File: config.mk
export PLATFORM = sky130hd
export DESIGN_NAME = vga_color_regs
export DESIGN_NICKNAME = d
export VERILOG_FILES = /design/src/design/vga_text_pkg.sv /design/src/design/vga_color_regs.sv
export SDC_FILE = /design/constraint.sdc
export NUM_CORES = 1
export LEC_CHECK = 0
export BUFFER_PORTS_ARGS = -buffer_cell sky130_fd_sc_hd__clkbuf_2
export CAP_MARGIN = 10
export CORE_MARGIN = 2
export CORE_UTILIZATION = 48
export CTS_BUF_LIST = sky130_fd_sc_hd__clkbuf_16
export DETAILED_ROUTE_END_ITERATION = 12
export PLACE_DENSITY = 0.76
export SLEW_MARGIN = 20
export SYNTH_ARGS = -nofsm -noshare
export SYNTH_HDL_FRONTEND = slang
export SYNTH_SLANG_ARGS = --single-unit
File: constraint.sdc
create_clock -name clk_i -period 1.45 [get_ports clk_i]
set_input_delay 0.29 -clock clk_i [delete_from_list [all_inputs] [get_ports clk_i]]
set_output_delay 0.29 -clock clk_i [all_outputs]
set_load 0.05 [all_outputs]
File: src/design/vga_text_pkg.sv
/*
 * shared definitions of the text-mode vga controller
 * display timing, cell geometry, axi4-lite address map, widths and types
 */
package vga_text_pkg;

    // ------------------------------------------------------------------
    // 640x480 @ 60 Hz, clk_i is the pixel clock
    localparam int H_ACTIVE     = 640;  // visible pixels per line
    localparam int H_TOTAL      = 800;  // pixels per line incl. blanking
    localparam int H_SYNC_START = 656;  // hsync low from here
    localparam int H_SYNC_END   = 752;  // up to here, exclusive
    localparam int V_ACTIVE     = 480;  // visible lines
    localparam int V_TOTAL      = 525;  // lines per frame
    localparam int V_SYNC_START = 490;  // vsync low from here
    localparam int V_SYNC_END   = 492;  // up to here, exclusive

    // ------------------------------------------------------------------
    // character cells
    localparam int GLYPH_W = 8;                  // pixels per cell
    localparam int GLYPH_H = 16;                 // glyph rows per cell
    localparam int N_COLS  = H_ACTIVE / GLYPH_W; // 80
    localparam int N_ROWS  = V_ACTIVE / GLYPH_H; // 30
    localparam int N_CELLS = N_COLS * N_ROWS;    // 2400

    localparam int CNT_W       = 10;  // pixel/line counters
    localparam int CHAR_W      = 7;   // character code
    localparam int CELL_W      = 12;  // cell index
    localparam int FONT_AW     = 11;  // {char code, glyph row}
    localparam int COLOR_W     = 4;
    localparam int COLOR_IDX_W = 3;
    localparam int AXI_AW      = 15;
    localparam int AXI_DW      = 32;

    // ------------------------------------------------------------------
    // address map, region select on bits 14:13, word index from bit 2
    localparam int         SEL_MSB   = 14;     // set alone means char buffer
    localparam int         ADDR_LSB  = 2;      // byte offset bits ignored
    localparam logic [1:0] SEL_COLOR = 2'b01;
    localparam logic [1:0] SEL_FONT  = 2'b00;
    localparam logic [1:0] RESP_OKAY = 2'b00;

    typedef logic [CNT_W-1:0]   cnt_t;
    typedef logic [CHAR_W-1:0]  char_t;
    typedef logic [CELL_W-1:0]  cell_t;
    typedef logic [FONT_AW-1:0] font_addr_t;
    typedef logic [7:0]         glyph_row_t;  // bit 7 is the leftmost pixel
    typedef logic [COLOR_W-1:0] color_t;

    typedef struct packed {
        color_t red;
        color_t green;
        color_t blue;
    } rgb_t;

endpackage

File: src/design/vga_color_regs.sv
/*
 * six 4-bit color registers, foreground and background per channel
 * reset to white on black, combinational readback
 */
`timescale 1ns/1ns

module vga_color_regs import vga_text_pkg::*; (
    input  logic                   clk_i,
    input  logic                   rstn_i,
    input  logic                   we_i,
    input  logic [COLOR_IDX_W-1:0] idx_i,
    input  color_t                 data_i,
    input  logic [COLOR_IDX_W-1:0] rd_idx_i,
    output color_t                 rd_data_o,
    output rgb_t                   fg_o,
    output rgb_t                   bg_o
);

    localparam int N_REGS   = 6;
    localparam int RED_BG   = 0;
    localparam int RED_FG   = 1;
    localparam int BLUE_BG  = 2;
    localparam int BLUE_FG  = 3;
    localparam int GREEN_BG = 4;
    localparam int GREEN_FG = 5;

    color_t regs_q [N_REGS];

    always_ff @(posedge clk_i or negedge rstn_i) begin
        if (!rstn_i) begin
            for (int i = 0; i < N_REGS; i++) begin
                regs_q[i] <= (i % 2 == 1) ? '1 : '0;   // odd index is fg, full on
            end
        end else if (we_i && (idx_i < COLOR_IDX_W'(N_REGS))) begin
            regs_q[idx_i] <= data_i;                  // index 6 and 7 dropped
        end
    end

    assign rd_data_o = (rd_idx_i < COLOR_IDX_W'(N_REGS)) ? regs_q[rd_idx_i] : '0;

    assign fg_o = '{red: regs_q[RED_FG], green: regs_q[GREEN_FG], blue: regs_q[BLUE_FG]};
    assign bg_o = '{red: regs_q[RED_BG], green: regs_q[GREEN_BG], blue: regs_q[BLUE_BG]};

endmodule

==> results.cfg <==
[synthesis]
synth_area_per_cell_um2 = 14.7
synth_nets = 93
ys_warn_count = 0
synth-seq-cells = 24
ys_types = 13
ys_seq_area_share_pct = 52.5
synthesis.area_um2 = 1170
syn_inst = 80

[global_route]
grt.met2_usage_pct = 45.1
grt_pass1_vias = 931
use_met1_pct = 32.1
grt_pass1_wl_um = 5000
gr-total-overflow = 0
busiest_layer = met2
grtUsageMet3_pct = 3.95
grt_usage_pct = 25.6
grt_antenna_before_repair = 0
grt_max_degree = 25

[drt]
avgViaCountPerCell = 5.58
drc_errors = 0
detail-route-antenna-nets = 0
wl_um = 3240
vias = 926
wl_per_cell_um = 19.5
dr.pass1.iters = 4
drt_iter0_drc = 18

[cts]
cts.sinks = 24
cts-root-buf = clkbuf_16
numCtsBuffers = 3
clk_pin_slew_ns = 0.06
cts_buffer_depth = 2
clk_latency_ns = 0.26
htreeDepth = 1
tritoncts = yes

[timing]
maxClockFrequency_ghz = 0.610
hold_viol = 0
tightestPinTransition_ns = 0.606
finalMaxSlewViolations = 0
relSlewSlack_pct = 59.6
rsz0062_at_grt = true
clock_skew_ns = 0
finalSetupViolations = 4
fin_crit_sh_pct = 113
setup_slack_ns = -0.190
min_period_ns = 1.64
finalSetupTns_ns = -0.671

[worst_setup_path]
cp-end-kind = output pin
reg2reg_to = bg_o[10]
worstSetupStartpointType = flop
critPathArrivalTime_ns = 1.35
r2r_cells = 3
r2r_slack_ns = 0.40
crit_start = bg_o[10]
crit_fanout = 2
required_ns = 1.16
critPathKind = flop to output pin
reg2reg_from = bg_o[10]

[final_layout]
nets = 152
area_delta_synth_final_pct = 50.5
post-route-util_pct = 78.2
n_antenna_cell = 0
fillCellCount = 145
layout_common_cells = clkbuf_2 (30), mux2_2 (24), buf_4 (17)
final_layout_size_suffix_gt1_share_pct = 85.5
instances_no_fill = 166
final_common_cell = clkbuf_2

[placed_design]
gp_congestion = 0.707
portBuffers = 40
post-dp-hpwl_um = 2050
dpl.cell_count = 154

[run]
drv_cap = 0

[worst_hold_path]
worstHoldPathType = input pin to async pin

[run_status]
violations = negative setup slack
outcome = finished with violations

[floorplanning]
die_height_um = 53.4
start_util_pct = 52.0
core_um2 = 2250
ios = 41
die_area_um2 = 2850
fp.dieW_um = 53.4
row_count = 17

[power_and_ir_drop]
powerDensity_nw_per_um2 = 1800
p_leak_nw = 0.786
ir_worst_vdd_mv = 1.27
finalPower_mw = 3.17
## worst max-delay path, stage by stage (launching register included)
cell	delay (ns)
dfrtp_2	0.38
mux2i_2	0.08
o32a_1	0.39
o21ai_4	0.09
buf_12	0.15
## worst max-delay path by stage
stage,to,slack (ns)
final,rd_data_o[2],-0.19
after global routing,rd_data_o[2],-0.24
after CTS,rd_data_o[0],-0.16
after detailed placement,rd_data_o[2],-0.14
after global placement,rd_data_o[2],-0.10
after floorplan,rd_data_o[0],-0.02
## layout make-up
type	count	area, um^2	share of cell area, %
multi-input cells	54	614	34.8
flip-flops and latches	24	626	35.5
clock inverters	1	30.0	1.70
repair buffers	56	384	21.8
clock buffers	3	75.1	4.26
well taps	28	35.0	1.99
## timing repair
| action | in CTS | in global routing |
|---|---|---|
| gates resized for setup | 5 | 14 |
| pin swaps | 4 | 2 |
| buffers inserted | 5 | 3 |
| hold buffers | 0 | 0 |
| hold endpoints to repair | 0 | 0 |
| setup endpoints to repair | 4 | 8 |
## sequential cells by signal (all words and copies together), names as in the netlist
signal  cells
bg_o       12
fg_o       12
## stage by stage
stage / area (um^2) / setup WS (ns) / hold WS [ns]
2_1_floorplan: 1250 / -0.0225 / -0.00559
3_3_place_gp: 1560 / -0.103 / 0.306
3_5_place_dp: 1560 / -0.138 / 0.317
4_1_cts: 1720 / -0.159 / 0.0446
5_1_grt: 1760 / -0.244 / 0.0708
6_report: 1760 / -0.190 / 0.0306
## logic make-up after synthesis
group | Yosys count | synth area share (%)
mux | 36 | 33.3
flops | 24 | 52.5
simple gates | 10 | 8.32
compound gates | 8 | 5.12
buf+inv | 2 | 0.746
## layer usage
| metal | vias to the layer above | wire [um] | part of all wire (%) |
|---|---|---|---|
| li1 | 421 | - | - |
| met4 | 0 | 17 | 0.53 |
| met2 | 32 | 1710 | 53 |
| met3 | 4 | 136 | 4.2 |
| met1 | 469 | 1370 | 42 |
| met5 | - | 0 | 0 |
## cell usage after synthesis, drive strengths merged
| cell type | count | area share, % |
|---|---|---|
| nand2 | 1 | 0.32 |
| dfrtp | 12 | 26 |
| nand4b | 2 | 1.5 |
| dfstp | 12 | 27 |
| clkbuf | 1 | 0.32 |
| nor3 | 2 | 1.7 |
| nor3b | 2 | 3.2 |
| mux2 | 24 | 23 |
| nand2b | 3 | 1.6 |
| o21ai | 4 | 1.7 |
| o32a | 4 | 3.4 |
| mux2i | 12 | 10 |
| buf | 1 | 0.43 |
## report_power, final
part / internal [mW] / total, mW / switching, mW
logic: 0.475 / 1.38 / 0.910
clock network: 0.549 / 0.782 / 0.233
registers: 0.884 / 1.01 / 0.125
total: 1.91 / 3.17 / 1.27
Power figures use the tool's default switching activity.
