File: config.mk
export PLATFORM = sky130hd
export DESIGN_NAME = vga_sync_gen
export DESIGN_NICKNAME = d
export VERILOG_FILES = /design/src/design/vga_text_pkg.sv /design/src/design/vga_sync_gen.sv
export SDC_FILE = /design/constraint.sdc
export NUM_CORES = 1
export LEC_CHECK = 0
export ABC_AREA = 1
export BUFFER_PORTS_ARGS = -buffer_cell sky130_fd_sc_hd__buf_2
export CAP_MARGIN = 15
export CORE_UTILIZATION = 53
export DETAILED_ROUTE_END_ITERATION = 12
export GPL_TIMING_DRIVEN = 0
export PLACE_DENSITY_LB_ADDON = 0.15
export SETUP_SLACK_MARGIN = 0.1
export SLEW_MARGIN = 40
export SYNTH_ARGS = -nofsm -noshare
export SYNTH_HDL_FRONTEND = slang
export SYNTH_SLANG_ARGS = --single-unit
export TNS_END_PERCENT = 1
File: constraint.sdc
create_clock -name clk_i -period 1.9 [get_ports clk_i]
set_clock_uncertainty 0.15 [all_clocks]
set_input_delay 0.19 -clock clk_i [delete_from_list [all_inputs] [get_ports clk_i]]
set_output_delay 0.19 -clock clk_i [all_outputs]
set_load 0.02 [all_outputs]
File: src/design/vga_text_pkg.sv
/*
 * shared definitions of the text-mode vga controller
 * display timing, cell geometry, axi4-lite address map, widths and types
 */
package vga_text_pkg;

    // ------------------------------------------------------------------
    // 640x480 @ 60 Hz, clk_i is the pixel clock
    localparam int H_ACTIVE     = 640;  // visible pixels per line
    localparam int H_TOTAL      = 800;  // pixels per line incl. blanking
    localparam int H_SYNC_START = 656;  // hsync low from here
    localparam int H_SYNC_END   = 752;  // up to here, exclusive
    localparam int V_ACTIVE     = 480;  // visible lines
    localparam int V_TOTAL      = 525;  // lines per frame
    localparam int V_SYNC_START = 490;  // vsync low from here
    localparam int V_SYNC_END   = 492;  // up to here, exclusive

    // ------------------------------------------------------------------
    // character cells
    localparam int GLYPH_W = 8;                  // pixels per cell
    localparam int GLYPH_H = 16;                 // glyph rows per cell
    localparam int N_COLS  = H_ACTIVE / GLYPH_W; // 80
    localparam int N_ROWS  = V_ACTIVE / GLYPH_H; // 30
    localparam int N_CELLS = N_COLS * N_ROWS;    // 2400

    localparam int CNT_W       = 10;  // pixel/line counters
    localparam int CHAR_W      = 7;   // character code
    localparam int CELL_W      = 12;  // cell index
    localparam int FONT_AW     = 11;  // {char code, glyph row}
    localparam int COLOR_W     = 4;
    localparam int COLOR_IDX_W = 3;
    localparam int AXI_AW      = 15;
    localparam int AXI_DW      = 32;

    // ------------------------------------------------------------------
    // address map, region select on bits 14:13, word index from bit 2
    localparam int         SEL_MSB   = 14;     // set alone means char buffer
    localparam int         ADDR_LSB  = 2;      // byte offset bits ignored
    localparam logic [1:0] SEL_COLOR = 2'b01;
    localparam logic [1:0] SEL_FONT  = 2'b00;
    localparam logic [1:0] RESP_OKAY = 2'b00;

    typedef logic [CNT_W-1:0]   cnt_t;
    typedef logic [CHAR_W-1:0]  char_t;
    typedef logic [CELL_W-1:0]  cell_t;
    typedef logic [FONT_AW-1:0] font_addr_t;
    typedef logic [7:0]         glyph_row_t;  // bit 7 is the leftmost pixel
    typedef logic [COLOR_W-1:0] color_t;

    typedef struct packed {
        color_t red;
        color_t green;
        color_t blue;
    } rgb_t;

endpackage

File: src/design/vga_sync_gen.sv
/*
 * horizontal and vertical timing counters
 * sync pulse decode and active-video flag, no added latency
 */
`timescale 1ns/1ns

module vga_sync_gen import vga_text_pkg::*; #(
    parameter int H_VIS    = H_ACTIVE,
    parameter int H_TOT    = H_TOTAL,
    parameter int HS_START = H_SYNC_START,
    parameter int HS_END   = H_SYNC_END,
    parameter int V_VIS    = V_ACTIVE,
    parameter int V_TOT    = V_TOTAL,
    parameter int VS_START = V_SYNC_START,
    parameter int VS_END   = V_SYNC_END
) (
    input  logic clk_i,
    input  logic rstn_i,
    output cnt_t hcnt_o,    // pixel within the line
    output cnt_t vcnt_o,    // line within the frame
    output logic hsync_o,   // active low
    output logic vsync_o,   // active low
    output logic active_o   // visible area
);

    cnt_t hcnt_q;
    cnt_t vcnt_q;
    logic line_end;

    assign line_end = (hcnt_q == cnt_t'(H_TOT - 1));

    always_ff @(posedge clk_i or negedge rstn_i) begin
        if (!rstn_i) begin
            hcnt_q <= '0;
            vcnt_q <= '0;
        end else if (line_end) begin
            hcnt_q <= '0;                                     // wrap line
            vcnt_q <= (vcnt_q == cnt_t'(V_TOT - 1)) ? '0 : vcnt_q + 1'b1;
        end else begin
            hcnt_q <= hcnt_q + 1'b1;
        end
    end

    assign hcnt_o   = hcnt_q;
    assign vcnt_o   = vcnt_q;
    assign hsync_o  = !((hcnt_q >= cnt_t'(HS_START)) && (hcnt_q < cnt_t'(HS_END)));
    assign vsync_o  = !((vcnt_q >= cnt_t'(VS_START)) && (vcnt_q < cnt_t'(VS_END)));
    assign active_o = (hcnt_q < cnt_t'(H_VIS)) && (vcnt_q < cnt_t'(V_VIS));

    a_hcnt_range: assert property (@(posedge clk_i) disable iff (!rstn_i)
        hcnt_q < cnt_t'(H_TOT));

endmodule

==> reports/metrics.cfg <==
[status]
status=completed

[setup_path]
arrival_ns=1.41
required_ns=1.56
reg2reg_from=hcnt_o[0]
critical_path_peak_fanout=6
crit_path_start_kind=register
crit_type=reg2out
rr_worst_depth=8
r2r_end=vcnt_o[8]
r2r_slack_ns=0.23
endpoint_kind=primary output

[finish]
area_growth_syn_to_layout_pct=29.6
layout-drive-gt1-share_pct=30.2
fin_util_pct=75.6
stdcell_area_um2=1530
n_antenna_cell=0
final_nets=197
stdcell_count=216

[yosys]
async_reset_ff_share_pct=100
synth_top_cell_area_share_pct=42.5
syn_nets=156
syn_inst=149
ys_seq_area_share_pct=42.5
synth_enable_flop_cells=0
synth.ff_latch_count=20
avgSynthCellArea_um2=7.91
synth_cell_type_count=24
yosys_warnings=0
syn_area_um2=1180
synth.most_common_cell=nand2_1
synth.area.top_cells=dfrtp_1 (42%), nand2_1 (9.9%), nor2_1 (8.0%), inv_1 (6.1%), ha_1 (5.3%)
synth_top_area_cell=dfrtp_1
synthFlopType=dfrtp_1
synth_common_cells=nand2_1 (31), nor2_1 (25), dfrtp_1 (20)

[floorplanning]
fp.coreArea_um2=2020
dieArea_um2=2420
rows=16
ioPinCount=25
fp.dieH_um=49.2
initial_core_util_pct=58.3
die_w_um=49.2

[global_routing]
grt_max_degree=21
grt_use_total_pct=23.1
gr-total-overflow=0
antenna_found_initial=0
grt_pass1_vias=1023
grt_pass1_wl_um=4230

[route]
wl_per_cell_um=12.5
ant_nets=0
drt_iter0_drc=16
first_pass_iters=4
routed_wl_um=2700
avgViaCountPerCell=5.25
vias=1134
drc=0

[sta]
fin_tns_setup_ns=0
fin_crit_ns=1.75
setup_ws_ns=0.151
max_slew_margin_pct=70.3
hold_viol=0
worst_pin_slew_ns=0.445
rsz0062_at_grt=true
max_freq_mhz=572
whs_ns=0.189
period_share_pct=92.0
drv_slew=0
setup_viol=0

[hold_path]
hp-class=in2async

[clock_network]
root_buffer=clkbuf_4
cts_made_buffers=3
cts.sinks=20
cts_tree=yes
htree_levels=1
clkTransAtPathRegs_ns=0.12
cts_buffer_depth=2
clock_latency_ns=0.31

[pwr]
vdd_ir_drop_max_mv=0.441
leakage_nw=0.797
power.total_mw=0.792
powerDensity_nw_per_um2=518

[placement]
place.gp.congestion=0.893
place_ws_ns=0.178
dp_hpwl_um=1810
dp.cells=200
portBuffers=24
dpl-instance-area_um2=1330

[run]
max_cap_violations=0

layer usage:
metal  up-vias  part of all wire (%)  wire (µm)  GRT usage [%]
met1       521                    44       1190           29.0
met5         -                     0          0              0
met2        45                    48       1300           37.4
met4         0                   2.6         69           10.8
li1        561                     -          -              -
met3         7                   5.6        151           5.30
worst max path at each step:
stage / end / from / cells past startpoint
2_1_floorplan: active_o / hcnt_o[8] / 3
3_3_place_gp: vcnt_o[3] / hcnt_o[0] / 7
3_5_place_dp: vcnt_o[1] / hcnt_o[0] / 7
4_1_cts: active_o / hcnt_o[9] / 4
5_1_grt: vsync_o / vcnt_o[5] / 5
6_report: vsync_o / vcnt_o[6] / 4
layout make-up:
class | count | area (µm²)
sequential | 20 | 505
buffer | 2 | 22.5
multi-input combinational | 108 | 624
fill | 154 | 494
tap | 27 | 33.8
inverter | 19 | 71.3
timing repair buffer | 36 | 218
clock buffer | 3 | 22.5
clock inverter | 1 | 30.0
cells by family (layout without fill, tap and decap cells):
logic type,Yosys count,count (layout),synth area share [%]
compound gates,12,12,5.41
xor+xnor,9,9,6.69
fa+ha+maj,5,5,5.31
buf+inv,21,61,7.43
flops,20,20,42.5
simple gates,82,82,32.7
where the power goes:
part           internal, mW  switching (mW)  total, mW
Clock                 0.213           0.143      0.356
Sequential            0.425               0      0.425
Combinational       0.00208         0.00811     0.0102
Total                 0.641           0.151      0.792
state kept, by name, indices dropped and copies added (netlist names):
signal	count
hcnt_o	10
vcnt_o	10
critical path, cell delays in order (launching register included):
cell,delay [ns]
dfrtp_1,0.50
nand2_4,0.09
nor3_4,0.21
o211ai_1,0.12
buf_4,0.17
placed cells by master, fill, tap and decap left out, types with 3 or more instances in the layout:
cell | netlist | routed
dfrtp_2 | 0 | 4
nor2_1 | 25 | 25
buf_2 | 1 | 22
clkbuf_4 | 0 | 3
nand2_1 | 31 | 29
ha_1 | 5 | 5
buf_4 | 0 | 13
inv_1 | 19 | 19
xor2_1 | 7 | 7
o21ai_0 | 8 | 8
nand4_1 | 4 | 4
dfrtp_1 | 20 | 16
nand3_1 | 10 | 10
what timing repair did:
action                                  4_1_cts  5_1_grt
endpoints found under the setup margin        2       12
pin swaps                                     0        2
gates resized for setup                       1       15
hold endpoints to repair                     20        0
hold buffers                                  1        0
setup buffers                                 0       11
(Power assumes the default switching activity.)
