$ cat config.mk
export PLATFORM = sky130hd
export DESIGN_NAME = vga_pixel_mixer
export DESIGN_NICKNAME = d
export VERILOG_FILES = /design/src/design/vga_text_pkg.sv /design/src/design/vga_pixel_mixer.sv
export SDC_FILE = /design/constraint.sdc
export NUM_CORES = 1
export LEC_CHECK = 0
export BUFFER_PORTS_ARGS = -buffer_cell sky130_fd_sc_hd__buf_2
export CORE_MARGIN = 8
export CORE_UTILIZATION = 44
export CTS_CLUSTER_SIZE = 20
export DETAILED_ROUTE_END_ITERATION = 7
export HOLD_SLACK_MARGIN = 0.15
export MAX_ROUTING_LAYER = met4
export PLACE_DENSITY_LB_ADDON = 0.08
export SETUP_SLACK_MARGIN = 0.05
export SLEW_MARGIN = 20
export SYNTH_ARGS = -nofsm -noshare
export SYNTH_HDL_FRONTEND = slang
export SYNTH_SLANG_ARGS = --single-unit
$ cat constraint.sdc
create_clock -name clk_i -period 1.2 [get_ports clk_i]
set_input_delay 0.24 -clock clk_i [delete_from_list [all_inputs] [get_ports clk_i]]
set_output_delay 0.24 -clock clk_i [all_outputs]
set_load 0.005 [all_outputs]
$ cat src/design/vga_text_pkg.sv
/*
 * shared definitions of the text-mode vga controller
 * display timing, cell geometry, axi4-lite address map, widths and types
 */
package vga_text_pkg;

    // ------------------------------------------------------------------
    // 640x480 @ 60 Hz, clk_i is the pixel clock
    localparam int H_ACTIVE     = 640;  // visible pixels per line
    localparam int H_TOTAL      = 800;  // pixels per line incl. blanking
    localparam int H_SYNC_START = 656;  // hsync low from here
    localparam int H_SYNC_END   = 752;  // up to here, exclusive
    localparam int V_ACTIVE     = 480;  // visible lines
    localparam int V_TOTAL      = 525;  // lines per frame
    localparam int V_SYNC_START = 490;  // vsync low from here
    localparam int V_SYNC_END   = 492;  // up to here, exclusive

    // ------------------------------------------------------------------
    // character cells
    localparam int GLYPH_W = 8;                  // pixels per cell
    localparam int GLYPH_H = 16;                 // glyph rows per cell
    localparam int N_COLS  = H_ACTIVE / GLYPH_W; // 80
    localparam int N_ROWS  = V_ACTIVE / GLYPH_H; // 30
    localparam int N_CELLS = N_COLS * N_ROWS;    // 2400

    localparam int CNT_W       = 10;  // pixel/line counters
    localparam int CHAR_W      = 7;   // character code
    localparam int CELL_W      = 12;  // cell index
    localparam int FONT_AW     = 11;  // {char code, glyph row}
    localparam int COLOR_W     = 4;
    localparam int COLOR_IDX_W = 3;
    localparam int AXI_AW      = 15;
    localparam int AXI_DW      = 32;

    // ------------------------------------------------------------------
    // address map, region select on bits 14:13, word index from bit 2
    localparam int         SEL_MSB   = 14;     // set alone means char buffer
    localparam int         ADDR_LSB  = 2;      // byte offset bits ignored
    localparam logic [1:0] SEL_COLOR = 2'b01;
    localparam logic [1:0] SEL_FONT  = 2'b00;
    localparam logic [1:0] RESP_OKAY = 2'b00;

    typedef logic [CNT_W-1:0]   cnt_t;
    typedef logic [CHAR_W-1:0]  char_t;
    typedef logic [CELL_W-1:0]  cell_t;
    typedef logic [FONT_AW-1:0] font_addr_t;
    typedef logic [7:0]         glyph_row_t;  // bit 7 is the leftmost pixel
    typedef logic [COLOR_W-1:0] color_t;

    typedef struct packed {
        color_t red;
        color_t green;
        color_t blue;
    } rgb_t;

endpackage

$ cat src/design/vga_pixel_mixer.sv
/*
 * pixel mixer, fg/bg select from the glyph bit, blanking
 * sync alignment and the pmod pin map
 */
`timescale 1ns/1ns

module vga_pixel_mixer import vga_text_pkg::*; (
    input  logic        clk_i,
    input  logic        rstn_i,
    input  logic        glyph_bit_i,  // 2 cycles behind the counters
    input  rgb_t        fg_i,
    input  rgb_t        bg_i,
    input  logic        hsync_i,      // straight from the counters
    input  logic        vsync_i,
    input  logic        active_i,
    output logic [15:0] pmod_o
);

    logic [1:0] hs_d;    // 2-cycle delay lines, match the glyph fetch
    logic [1:0] vs_d;
    logic [1:0] act_d;
    rgb_t       pix_d;
    rgb_t       pix_q;
    logic       hs_q;
    logic       vs_q;

    assign pix_d = act_d[1] ? (glyph_bit_i ? fg_i : bg_i) : '0;   // black in blanking

    always_ff @(posedge clk_i or negedge rstn_i) begin
        if (!rstn_i) begin
            hs_d  <= '1;
            vs_d  <= '1;
            act_d <= '0;
            pix_q <= '0;
            hs_q  <= 1'b1;
            vs_q  <= 1'b1;
        end else begin
            hs_d  <= {hs_d[0], hsync_i};
            vs_d  <= {vs_d[0], vsync_i};
            act_d <= {act_d[0], active_i};
            pix_q <= pix_d;
            hs_q  <= hs_d[1];
            vs_q  <= vs_d[1];
        end
    end

    // ------------------------------------------------------------------
    // pmod: blue 3:0, red 7:4, hs 8, vs 9, green 15:12
    assign pmod_o = {pix_q.green, 2'b00, vs_q, hs_q, pix_q.red, pix_q.blue};

    // blanking at the counters shows up on the pins exactly 3 cycles later
    a_blank_align: assert property (@(posedge clk_i) disable iff (!rstn_i)
        !active_i |-> ##3 ({pmod_o[15:12], pmod_o[7:0]} == '0));

endmodule

==> impl_results.md <==
* Final setup vio count at 0
* Post-synth EDFFs at 0
* R2R Setup Slk at 0.41 ns
* CP endpoint: pmod_o[8]
* Die width at 57.3 um
* Area growth from synthesis to final layout at 39.9%
* PortBufs at 43
* Maximum clock rate at 863 MHz
* Initial antenna violation count at 0
* Largest net degree at the start of global routing at 21
* Routed wire length at between 1500 and 2000 um
* Tot Pwr at roughly 1.4 mW
* Lkg Pwr at 0.572 nW
* Die area at approximately 0.0033 mm^2
* # IOs at between 40 and 50
* 1st-iter DRT viols at 1
* CP cell instances: buf_6
* Arr. time, crit path at roughly 0.92 ns
* Final Hold Viols at 0
* Syn Std Cell Area at ~750 um^2
* Tmin final at 1.16 ns
* DRC viols at 0
* Max-cap violations at 0
* Post-Place Worst Slack at around 0.21 ns
* Layout cells sized above 1 at 0.546
* Post-synth top cells: dfrtp_1 (14), mux2i_1 (12), nor2b_1 (12), dfstp_2 (6), buf_4 (4)
* Drt pass-1 iters at 2
* All-Layer GR Usage at 0.102
* Clock root buffer: clkbuf_4
* Clock transition at the registers of the reported paths at roughly 0.11 ns
* Vias in the first global route at just under 600
* Final nets at ~130
* Initial core utilization at 0.450
* Yosys top cell area share at 0.466
* Row count at 15
* CTS tree: done
* Core Box Area at 0.00167 mm^2
* Most common cell in the netlist: dfrtp_1
* Status: finished clean
* Distinct cells, synth at 8
* RSZ-0062 raised after global routing: true
* H-tree depth at 1
* Ys async rst share at 1.00
* Total congestion overflow at 0
* HP Class: input pin to flip-flop
* Synth warn at 0
* Required @ worst endpoint at 0.96 ns
* Longest Clk Path Bufs at 2
* CP max stage delay at about 0.54 ns
* Dominant cell type by area after synthesis: dfrtp_1
* Slowest cell on the critical path: dfstp_2
* Crit end category: output port
* Clock Sinks at 20
* Setup TNS at 0 ns
* Final Wtd Congestion at a little under 0.7
* CP top delay family: flip-flops
* Fin worst setup slack at about 0.041 ns
* First-pass GRT wire length at around 2600 um
* Antenna diode count at 0
* Die Y-Extent at roughly 57 um
* Reg2reg start: act_d[1]
* Power Dens Cells at ~1400 mW/mm^2
* Clk_lat worst skew at 0.29 ns
* Launch point of the worst path: hs_q
* Critical path depth in cells at 1
* Seq/Total Area, Yosys at 0.676
* Max Slew Vio Count at 0
* Avg Cell Area, Syn at ~15 um^2
* Mapped Cells at a little over 50
* Worst setup SP type: flip-flop
* DR WL/cell at roughly 15 um
* Worst Path Buf+Inv at 1
* Synthesis-stage register bit count at 20
* Total CTS buffers at 3
* Synth Flop Type: dfrtp_1
* Via density at between 4 and 5
* Worst-path maximum fanout at 1
* Fill cells at ~140
* Antenna Nets Post-Route at 0
* R2R Path End: pmod_o[13]
* Worst vdd ir at between 800 and 900 uV
* Synth area leaders: dfrtp_1 (47%), dfstp_2 (21%), mux2i_1 (16%)
* Clk_skew at 0.00604 ns
* Ratio of final minimum period to clock period at 0.966
* Post-layout util at 0.630
* Worst Path Class, Setup: flip-flop to output port
* R2R cell count at 1
* Via count at 515
## stage by stage
| stage | std cells | cell area [um^2] | hold WS (ns) |
|---|---|---|---|
| 4_1_cts | 114 | 1040 | 0.201 |
| 3_3_place_gp | 106 | 947 | 0.197 |
| 5_1_grt | 114 | 1050 | 0.201 |
| 2_1_floorplan | 52 | 756 | -0.0556 |
| 6_report | 114 | 1050 | 0.205 |
| 3_5_place_dp | 106 | 947 | 0.202 |
## final cells by class
class | instances | area (um^2) | share of cell area
flip-flops and latches | 20 | 508 | 0.483
repair buffers | 47 | 268 | 0.254
multi-input cells | 26 | 203 | 0.193
clock inverters | 1 | 30.0 | 0.0285
clock buffers | 3 | 22.5 | 0.0214
well taps | 17 | 21.3 | 0.0202
## placed cells by master (no fill, tap or decap)
| master | n |
|---|---|
| buf_2 | 41 |
| buf_6 | 2 |
| bufinv_16 | 1 |
| clkbuf_4 | 3 |
| conb_1 | 2 |
| dfrtp_1 | 14 |
| dfstp_2 | 6 |
| dlygate4sd3_1 | 4 |
| mux2i_1 | 12 |
| nor2b_1 | 12 |
## how the worst min path moves through the flow
stage                       start   endpoint  depth (start not counted)
after floorplan            rstn_i   act_d[0]                          0
after global placement     rstn_i  pmod_o[7]                          1
after detailed placement   rstn_i  pmod_o[4]                          1
after CTS                 bg_i[2]  pmod_o[2]                          3
after global routing      bg_i[0]  pmod_o[0]                          3
final                     bg_i[3]  pmod_o[3]                          3
## power breakdown
part / internal (mW) / switching, mW
logic: 0.0938 / 0.0672
registers: 0.721 / 0.0152
clock network: 0.337 / 0.195
## repair_timing
| action | 4_1_cts | 5_1_grt |
|---|---|---|
| endpoints found under the hold margin | 17 | 0 |
| hold buffers | 4 | 0 |
| gates resized for setup | 0 | 2 |
| setup endpoints to repair | 2 | 2 |
| setup buffers | 0 | 0 |
## registers in the layout (all words and copies together), names as in the netlist
name,count
vs_d,2
hs_q,1
pmod_o,12
act_d,2
vs_q,1
hs_d,2
## cell families (layout without fill, tap and decap cells)
| logic type | Yosys count | after routing | share of synthesized area |
|---|---|---|---|
| mux | 12 | 12 | 0.160 |
| flops | 20 | 20 | 0.676 |
| other cells | 1 | 2 | 0.00499 |
| buf+inv | 6 | 51 | 0.0599 |
| simple gates | 12 | 12 | 0.0998 |
## routing by layer
metal  wire [um]  track usage
met2         819        0.166
met1         691        0.107
met4           0       0.0321
met3         153       0.0493
met5           0            -
Note: power is estimated with default switching activity, not from simulation.
