## config.mk

```make
export PLATFORM = sky130hd
export DESIGN_NAME = vga_axil_slave
export DESIGN_NICKNAME = d
export VERILOG_FILES = /design/src/design/vga_text_pkg.sv /design/src/design/vga_axil_slave.sv
export SDC_FILE = /design/constraint.sdc
export NUM_CORES = 1
export LEC_CHECK = 0
export BUFFER_PORTS_ARGS = -buffer_cell sky130_fd_sc_hd__buf_2
export CAP_MARGIN = 20
export CORE_UTILIZATION = 30
export CTS_CLUSTER_SIZE = 40
export DETAILED_ROUTE_END_ITERATION = 6
export GPL_TIMING_DRIVEN = 0
export PLACE_DENSITY = 0.75
export SLEW_MARGIN = 30
export SYNTH_ARGS = -nofsm -noshare
export SYNTH_HDL_FRONTEND = slang
export SYNTH_SLANG_ARGS = --single-unit
export TNS_END_PERCENT = 100
```

## constraint.sdc

```tcl
create_clock -name clk_i -period 1.1 [get_ports clk_i]
set_clock_uncertainty 0.15 [all_clocks]
set_input_delay 0 -clock clk_i [delete_from_list [all_inputs] [get_ports clk_i]]
set_output_delay 0 -clock clk_i [all_outputs]
set_load 0.02 [all_outputs]
```

## src/design/vga_text_pkg.sv

```systemverilog
/*
 * shared definitions of the text-mode vga controller
 * display timing, cell geometry, axi4-lite address map, widths and types
 */
package vga_text_pkg;

    // ------------------------------------------------------------------
    // 640x480 @ 60 Hz, clk_i is the pixel clock
    localparam int H_ACTIVE     = 640;  // visible pixels per line
    localparam int H_TOTAL      = 800;  // pixels per line incl. blanking
    localparam int H_SYNC_START = 656;  // hsync low from here
    localparam int H_SYNC_END   = 752;  // up to here, exclusive
    localparam int V_ACTIVE     = 480;  // visible lines
    localparam int V_TOTAL      = 525;  // lines per frame
    localparam int V_SYNC_START = 490;  // vsync low from here
    localparam int V_SYNC_END   = 492;  // up to here, exclusive

    // ------------------------------------------------------------------
    // character cells
    localparam int GLYPH_W = 8;                  // pixels per cell
    localparam int GLYPH_H = 16;                 // glyph rows per cell
    localparam int N_COLS  = H_ACTIVE / GLYPH_W; // 80
    localparam int N_ROWS  = V_ACTIVE / GLYPH_H; // 30
    localparam int N_CELLS = N_COLS * N_ROWS;    // 2400

    localparam int CNT_W       = 10;  // pixel/line counters
    localparam int CHAR_W      = 7;   // character code
    localparam int CELL_W      = 12;  // cell index
    localparam int FONT_AW     = 11;  // {char code, glyph row}
    localparam int COLOR_W     = 4;
    localparam int COLOR_IDX_W = 3;
    localparam int AXI_AW      = 15;
    localparam int AXI_DW      = 32;

    // ------------------------------------------------------------------
    // address map, region select on bits 14:13, word index from bit 2
    localparam int         SEL_MSB   = 14;     // set alone means char buffer
    localparam int         ADDR_LSB  = 2;      // byte offset bits ignored
    localparam logic [1:0] SEL_COLOR = 2'b01;
    localparam logic [1:0] SEL_FONT  = 2'b00;
    localparam logic [1:0] RESP_OKAY = 2'b00;

    typedef logic [CNT_W-1:0]   cnt_t;
    typedef logic [CHAR_W-1:0]  char_t;
    typedef logic [CELL_W-1:0]  cell_t;
    typedef logic [FONT_AW-1:0] font_addr_t;
    typedef logic [7:0]         glyph_row_t;  // bit 7 is the leftmost pixel
    typedef logic [COLOR_W-1:0] color_t;

    typedef struct packed {
        color_t red;
        color_t green;
        color_t blue;
    } rgb_t;

endpackage

```

## src/design/vga_axil_slave.sv

```systemverilog
/*
 * axi4-lite slave of the text controller
 * handshake state, region decode, write strobes and color readback
 */
`timescale 1ns/1ns

module vga_axil_slave import vga_text_pkg::*; (
    input  logic                     clk_i,
    input  logic                     rstn_i,
    // write address and data
    input  logic [AXI_AW-1:0]        s_axil_awaddr_i,
    input  logic                     s_axil_awvalid_i,
    output logic                     s_axil_awready_o,
    input  logic [AXI_DW-1:0]        s_axil_wdata_i,
    input  logic [AXI_DW/8-1:0]      s_axil_wstrb_i,
    input  logic                     s_axil_wvalid_i,
    output logic                     s_axil_wready_o,
    output logic [1:0]               s_axil_bresp_o,
    output logic                     s_axil_bvalid_o,
    input  logic                     s_axil_bready_i,
    // read address and data
    input  logic [AXI_AW-1:0]        s_axil_araddr_i,
    input  logic                     s_axil_arvalid_i,
    output logic                     s_axil_arready_o,
    output logic [AXI_DW-1:0]        s_axil_rdata_o,
    output logic [1:0]               s_axil_rresp_o,
    output logic                     s_axil_rvalid_o,
    input  logic                     s_axil_rready_i,
    // one-cycle write strobes
    output logic                     buf_we_o,
    output cell_t                    buf_idx_o,
    output char_t                    buf_data_o,
    output logic                     font_we_o,
    output font_addr_t               font_idx_o,
    output glyph_row_t               font_data_o,
    output logic                     color_we_o,
    output logic [COLOR_IDX_W-1:0]   color_idx_o,
    output color_t                   color_data_o,
    // color readback
    output logic [COLOR_IDX_W-1:0]   color_rd_idx_o,
    input  color_t                   color_rd_data_i
);

    logic  wr_fire;      // aw and w accepted this cycle
    logic  rd_fire;      // ar accepted this cycle
    logic  wr_en;        // wstrb lane 0 carries the data
    cell_t wr_cell;
    logic  cell_ok;      // inside the 80x30 buffer

    assign wr_fire = s_axil_awready_o && s_axil_awvalid_i && s_axil_wvalid_i;
    assign rd_fire = s_axil_arready_o && s_axil_arvalid_i;
    assign wr_en   = wr_fire && s_axil_wstrb_i[0];
    assign wr_cell = s_axil_awaddr_i[ADDR_LSB +: CELL_W];
    assign cell_ok = (wr_cell < cell_t'(N_CELLS));

    assign s_axil_wready_o = s_axil_awready_o;  // aw and w taken together
    assign s_axil_bresp_o  = RESP_OKAY;
    assign s_axil_rresp_o  = RESP_OKAY;
    assign color_rd_idx_o  = s_axil_araddr_i[ADDR_LSB +: COLOR_IDX_W];

    // ------------------------------------------------------------------
    // handshake and strobe control
    always_ff @(posedge clk_i or negedge rstn_i) begin
        if (!rstn_i) begin
            s_axil_awready_o <= 1'b0;
            s_axil_bvalid_o  <= 1'b0;
            s_axil_arready_o <= 1'b0;
            s_axil_rvalid_o  <= 1'b0;
            buf_we_o         <= 1'b0;
            font_we_o        <= 1'b0;
            color_we_o       <= 1'b0;
        end else begin
            // single-cycle ready pulse, held off while a response is pending
            s_axil_awready_o <= !s_axil_awready_o && s_axil_awvalid_i
                                && s_axil_wvalid_i && !s_axil_bvalid_o;
            s_axil_arready_o <= !s_axil_arready_o && s_axil_arvalid_i
                                && !s_axil_rvalid_o;
            if (wr_fire) begin
                s_axil_bvalid_o <= 1'b1;
            end else if (s_axil_bready_i) begin
                s_axil_bvalid_o <= 1'b0;
            end
            if (rd_fire) begin
                s_axil_rvalid_o <= 1'b1;
            end else if (s_axil_rready_i) begin
                s_axil_rvalid_o <= 1'b0;
            end
            buf_we_o   <= wr_en && s_axil_awaddr_i[SEL_MSB] && cell_ok;  // drop out of range
            font_we_o  <= wr_en && (s_axil_awaddr_i[SEL_MSB -: 2] == SEL_FONT);
            color_we_o <= wr_en && (s_axil_awaddr_i[SEL_MSB -: 2] == SEL_COLOR);
        end
    end

    // ------------------------------------------------------------------
    // payload, captured at the handshake
    always_ff @(posedge clk_i) begin
        if (wr_fire) begin
            buf_idx_o    <= wr_cell;
            buf_data_o   <= s_axil_wdata_i[CHAR_W-1:0];      // code truncated to 7 bits
            font_idx_o   <= s_axil_awaddr_i[ADDR_LSB +: FONT_AW];
            font_data_o  <= s_axil_wdata_i[7:0];
            color_idx_o  <= s_axil_awaddr_i[ADDR_LSB +: COLOR_IDX_W];
            color_data_o <= s_axil_wdata_i[COLOR_W-1:0];
        end
        if (rd_fire) begin
            // only the color registers read back, the rest is 0
            s_axil_rdata_o <= (s_axil_araddr_i[SEL_MSB -: 2] == SEL_COLOR) ?
                              AXI_DW'(color_rd_data_i) : '0;
        end
    end

    a_bvalid_hold: assert property (@(posedge clk_i) disable iff (!rstn_i)
        s_axil_bvalid_o && !s_axil_bready_i |=> s_axil_bvalid_o);
    a_rvalid_hold: assert property (@(posedge clk_i) disable iff (!rstn_i)
        s_axil_rvalid_o && !s_axil_rready_i |=> s_axil_rvalid_o);

endmodule

```

==> out/metrics.yaml, run 1 <==
synth_top_family_by_area: "buffers and inverters"
violations: "setup timing"
period_minus_slack_ps: 1220
grt_max_degree: 10
path_class: "register to register"
drtAntennaViolNets: 0
status: "finished, violations left"
final_hold_viol_count: 0
ir_worst_vdd_mv: 0.907
crit_chain: "and3_4, buf_12"
overflow: 0
final_layout_size_suffix_gt1_frac: 0.588
route.vias.total: 1246
reg2reg_from: "s_axil_awready_o$_DFF_PN0_"
fp.dieW_um: 72.6
synth_fa_ha_area_frac: 0
slowest_stage: "dfrtp_2"
antenna_cells: 0
multi_input_area_um2: 300
synthXorXnorAreaFrac: 0
drtIter0Drc: 15
die_y_um: 72.6
rows: 25
portBuffers: 94
met3_usage: 0.0387
synth_edf_count: 24
fmax_ghz: 0.821
ys_seq_elements: 31
yosysWarnings: 0
gp_congestion: 0.601
synth_cell_types: 17
synthFlopType: "edfxtp_1"
cts_tree: "yes"
post-route-period-util: 1.11
hold_depth: 3
final-seq-area_um2: 897
setup_viol: 36
cellPowerDensity_mw_per_mm2: 998
dr.pass1.iters: 5
max_cap_violations: 0
root_buffer: "clkbuf_8"
core_mm2: 0.00475
fill_cells: 415
h-tree-depth: 2
numCtsBuffers: 5
cp_max_fo: 7
grt_busiest_layer: "met2"
vias_per_cell: 3.65
met1_usage: 0.124
cts.path.max_buffers: 2
clkLatencyLatePin_ps: 280
post-place-ws_ps: -191
setup.worst_path.start: "s_axil_awready_o$_DFF_PN0_"
io_pins: 169
async_flop_share: 0.226
cts_sinks: 31
syn_area_per_cell_um2: 13.0
fin_hold_ws_ps: 8.90
r2r_cells: 2
r2r_end: "buf_idx_o[6]$_DFFE_PP_"
dp_hpwl_um: 2400
nNetsFinal: 350
required_ps: 950
start_util: 0.314
rrSetupSlack_ps: -120
synth_top_area_frac: 0.482
grt_use_total: 0.148
yosys.area_share.simple: 0.0686
endpoint_kind: "register"
wl_per_cell_um: 11.5
drv_slew: 0
synthTopCellsByArea: "edfxtp_1 (48%), buf_4 (31%), dfrtp_1 (12%), and2_1 (2.1%), a21o_1 (1.0%)"
grt_util_met2: 0.299
worst_slack_ps: -119
synthCells: 115
ys_top_cells_by_count: "buf_4 (61), edfxtp_1 (24), dfrtp_1 (7), and2_1 (5)"
die_area_mm2: 0.00527
endpoint: "buf_idx_o[6]$_DFFE_PP_"
hold_path.class: "primary input to register"
yosysMostFrequentCell: "buf_4"
seq_area_frac_synth: 0.599
routed_wl_um: 3930
area_growth_pct: 83.2
clk_pin_slew_ps: 70
rsz0062_at_grt: "yes"
synth_top_cell_by_area: "edfxtp_1"
p_leak_nw: 1.38
start_kind: "register"
synth_area_mm2: 0.00150
critical_path_arrival_ps: 1070
antenna_found_initial: 0
grt_pass1_wl_um: 5600
yosys-mux-area-fraction: 0
post-route-drc-count: 0
synth-compound-area-share: 0.0184
grt_pass1_vias: 1232
slowest_delay_ps: 440
[worst min path at each step]
stage,startpoint,end,slack (ps)
final,s_axil_araddr_i[14],s_axil_rdata_o[3]$_SDFFCE_PP0P_,9
after global routing,s_axil_araddr_i[14],s_axil_rdata_o[0]$_SDFFCE_PP0P_,8
after CTS,s_axil_araddr_i[14],s_axil_rdata_o[0]$_SDFFCE_PP0P_,2
after detailed placement,rstn_i,s_axil_bvalid_o$_DFFE_PN0P_,-310
after global placement,rstn_i,s_axil_bvalid_o$_DFFE_PN0P_,-320
after floorplan,rstn_i,buf_we_o$_DFF_PN0_,-450
[cell usage in the layout, fill, tap and decap left out, drive strengths merged]
cell type	n
buf	145
dlygate4sd3	33
conb	32
edfxtp	24
dfrtp	7
clkbuf	6
and2	5
and3	4
nand2	3
inv	2
a21o	2
clkinv	2
nor3	2
nor3b	2
nand3	2
a211oi	1
a21oi	1
nor2b	1
[final cells by class]
class,instances,area share
Buffer,50,0.149
Clock buffer,6,0.0265
Clock inverter,2,0.00274
Inverter,2,0.00274
Multi-Input combinational cell,55,0.110
Sequential cell,31,0.328
Tap cell,67,0.0306
Timing Repair Buffer,128,0.351
[power breakdown]
group          total, mW  internal [mW]  switching (mW)
Combinational      0.580          0.295           0.285
Clock              0.826          0.430           0.396
Sequential          1.33           1.30          0.0230
[registers in the layout, summed over array words and instances (netlist names)]
| name | cells |
|---|---|
| buf_idx_o | 12 |
| font_data_o | 2 |
| buf_data_o | 6 |
| s_axil_awready_o | 1 |
| s_axil_rdata_o | 4 |
| s_axil_arready_o | 1 |
| s_axil_bvalid_o | 1 |
| s_axil_rvalid_o | 1 |
| buf_we_o | 1 |
| color_we_o | 1 |
| font_we_o | 1 |
[critical path, delay by kind of cell (launching register included)]
family                 cells  cell delay, ps
DFF                        1             440
buffers and inverters      1             110
and+or+nand+nor            1             240
[cells by family after synthesis]
family                 after synthesis
buffers and inverters               63
flip-flops                          31
AND/OR/NAND/NOR                     16
AO/OA/AOI/OAI                        4
other                                1
[per-layer routing]
layer	up-vias	wire, µm
met4	0	159
met2	71	2280
met5	-	0
met3	17	222
met1	550	1270
li1	608	-
[what timing repair did]
item,in CTS,in global routing
endpoints found under the setup margin,50,47
resized for setup,52,9
setup buffers,0,1
hold endpoints to repair,42,7
pin swaps,6,2
cloned,3,0
hold buffers,33,1
[per-stage QoR]
step / setup TNS, ps / instances / utilization / cell area [µm²] / power, mW
after detailed placement: -4100 / 307 / 0.456 / 2170 / 1.79
after global placement: -3310 / 307 / 0.456 / 2170 / 1.78
final: -1550 / 341 / 0.576 / 2740 / 2.73
after global routing: -3360 / 341 / 0.576 / 2740 / 2.85
after CTS: -1670 / 345 / 0.572 / 2720 / 2.73
after floorplan: -3250 / 146 / - / 1620 / 1.66
Note: power is estimated with default switching activity, not from simulation.
==> run 2: changes to the inputs <==
--- a/config.mk
+++ b/config.mk
@@ -12,6 +12,7 @@
 export DETAILED_ROUTE_END_ITERATION = 6
 export GPL_TIMING_DRIVEN = 0
 export PLACE_DENSITY = 0.75
+export SKIP_CTS_REPAIR_TIMING = 1
 export SLEW_MARGIN = 30
 export SYNTH_ARGS = -nofsm -noshare
 export SYNTH_HDL_FRONTEND = slang
==> run 2 against run 1 <==
Effect of this change:
- the flow still finishes with violations (setup timing)
- clock-buffer cell count did not move
- worst setup slack gained 49 ps
- first-iteration DRC count shrank 13%
- critical path depth unchanged
- sequential share of layout area is 0.36 points higher
- routed wire length decreased by 0.66%
- clock power down 2%
- sequential cell count unchanged
- final area decreased by 1.1%
- sequential power barely moved
==> out/metrics.yaml, run 2 (synthesis gave the netlist of run 1 again) <==
status: "finished, violations left"
violations: "setup timing"
drv_slew: 0  # unchanged
routed_wl_um: 3910  # -0.66%
core_mm2: 0.00475  # unchanged
r2r_end: "buf_data_o[1]$_DFFE_PP_"
drtAntennaViolNets: 0  # unchanged
p_leak_nw: 1.39  # +0.23%
h-tree-depth: 2  # unchanged
dr.pass1.iters: 3  # -2
endpoint_kind: "primary output"
io_pins: 169  # unchanged
required_ps: 950  # about the same
cellPowerDensity_mw_per_mm2: 1000  # +0.41%
grt_max_degree: 24  # +14
die_area_mm2: 0.00527  # unchanged
reg2reg_from: "s_axil_awready_o$_DFF_PN0_"
post-route-period-util: 1.06  # -0.0445
cp_max_fo: 7  # unchanged
nNetsFinal: 351  # +0.29%
fin_area_mm2: 0.00271  # -1.1%
grt_util_met2: 0.200  # -0.0987
grt_busiest_layer: "met2"
numCtsBuffers: 5  # unchanged
grt_pass1_wl_um: 4060  # -27%
layout_common_cells: "buf_2 (68), buf_4 (56), dlygate4sd3_1 (33)"
dp_hpwl_um: 2400  # unchanged
layout_commonest_cell: "buf_2"
max_cap_violations: 0  # unchanged
clk_pin_slew_ps: 60  # about the same
vias_per_cell: 3.71  # +1.6%
period_minus_slack_ps: 1170  # -48.9 ps
fin_hold_ws_ps: 15.7  # +6.84 ps
path_class: "register to primary output"
start_kind: "register"
clkLatencyLatePin_ps: 270  # about the same
final_hold_viol_count: 0  # unchanged
die_y_um: 72.6  # unchanged
root_buffer: "clkbuf_8"
rows: 25  # unchanged
final_layout_size_suffix_gt1_frac: 0.589  # +0.00150
rsz0062_at_grt: "yes"
antenna_found_initial: 0  # unchanged
cts_tree: "yes"
met1_usage: 0.0918  # -0.0320
hold_depth: 3  # unchanged
antenna_cells: 0  # unchanged
critical_path_arrival_ps: 1020  # -50 ps
overflow: 0  # unchanged
top_register: "buf_idx_o"
ir_worst_vdd_mv: 0.781  # -14%
rrSetupSlack_ps: -50  # +70 ps
gp_congestion: 0.601  # unchanged
worstHoldStart: "s_axil_araddr_i[14]"
portBuffers: 94  # unchanged
grt_pass1_vias: 916  # -26%
hold_path.class: "primary input to register"
grt_use_total: 0.106  # -0.0421
worst_slack_ps: -69.7  # +48.9 ps
top_regs: "buf_idx_o x12, buf_data_o x6, s_axil_rdata_o x4"
largest_reg_flops: 12  # unchanged
setup_viol: 39  # +8.3%
area_growth_pct: 81.2
post-place-ws_ps: -191  # unchanged
wl_per_cell_um: 11.4  # -0.95%
start_util: 0.314  # unchanged
drtIter0Drc: 13  # -2
met3_usage: 0.0414  # +0.00276
placed_area_mm2: 0.00217  # unchanged
fmax_ghz: 0.855  # +4.2%
hold_end: "s_axil_rdata_o[3]$_SDFFCE_PP0P_"
cts_sinks: 31  # unchanged
cts.path.max_buffers: 2  # unchanged
route.vias.total: 1270  # +1.9%
r2r_cells: 1  # -1
post-route-drc-count: 0  # unchanged
fp.dieW_um: 72.6  # unchanged
==> run 2: power breakdown <==
| part | switching [mW] | leakage [nW] | internal [mW] |
|---|---|---|---|
| clock | 0.382 | 0.0403 | 0.430 |
| combinational | 0.286 | 1.03 | 0.290 |
| sequential | 0.0217 | 0.312 | 1.30 |
==> run 2: per-layer routing <==
| metal | vias up | part of all wire |
|---|---|---|
| met1 | 580 | 0.31 |
| met3 | 12 | 0.056 |
| li1 | 609 | - |
| met4 | 0 | 0.031 |
| met2 | 69 | 0.60 |
| met5 | - | 0 |
==> run 2: critical path, cell delays in order, from the launching register on <==
cell,delay (ps)
dfrtp_2,450
buf_4,150
buf_4,150
==> run 2: how the worst max path moves through the flow <==
stage | slack, ps | startpoint | to
after floorplan | -140 | s_axil_awready_o$_DFF_PN0_ | buf_data_o[0]$_DFFE_PP_
after global placement | -150 | s_axil_awready_o$_DFF_PN0_ | color_we_o$_DFF_PN0_
after detailed placement | -190 | s_axil_awready_o$_DFF_PN0_ | color_we_o$_DFF_PN0_
after CTS | -200 | s_axil_awready_o$_DFF_PN0_ | color_we_o$_DFF_PN0_
after global routing | -100 | s_axil_awready_o$_DFF_PN0_ | s_axil_wready_o
final | -70 | s_axil_awready_o$_DFF_PN0_ | s_axil_wready_o
==> run 2: area by class of cell <==
class                      instances  area [µm²]
inverter                           2        7.51
tap                               67        83.8
fill                             413        2050
multi-input combinational         55         302
timing repair buffer             128         933
sequential                        31         897
clock buffer                       6        72.6
clock inverter                     2        7.51
buffer                            51         405
==> run 2: through the flow <==
stage                     TNS [ps]   util  power [mW]  std cells
after global routing         -2580  0.570        2.83        342
after CTS                    -5030  0.473        2.61        315
final                        -1110  0.570        2.71        342
after detailed placement     -4100  0.456        1.79        307
after global placement       -3310  0.456        1.78        307
after floorplan              -3250      -        1.66        146
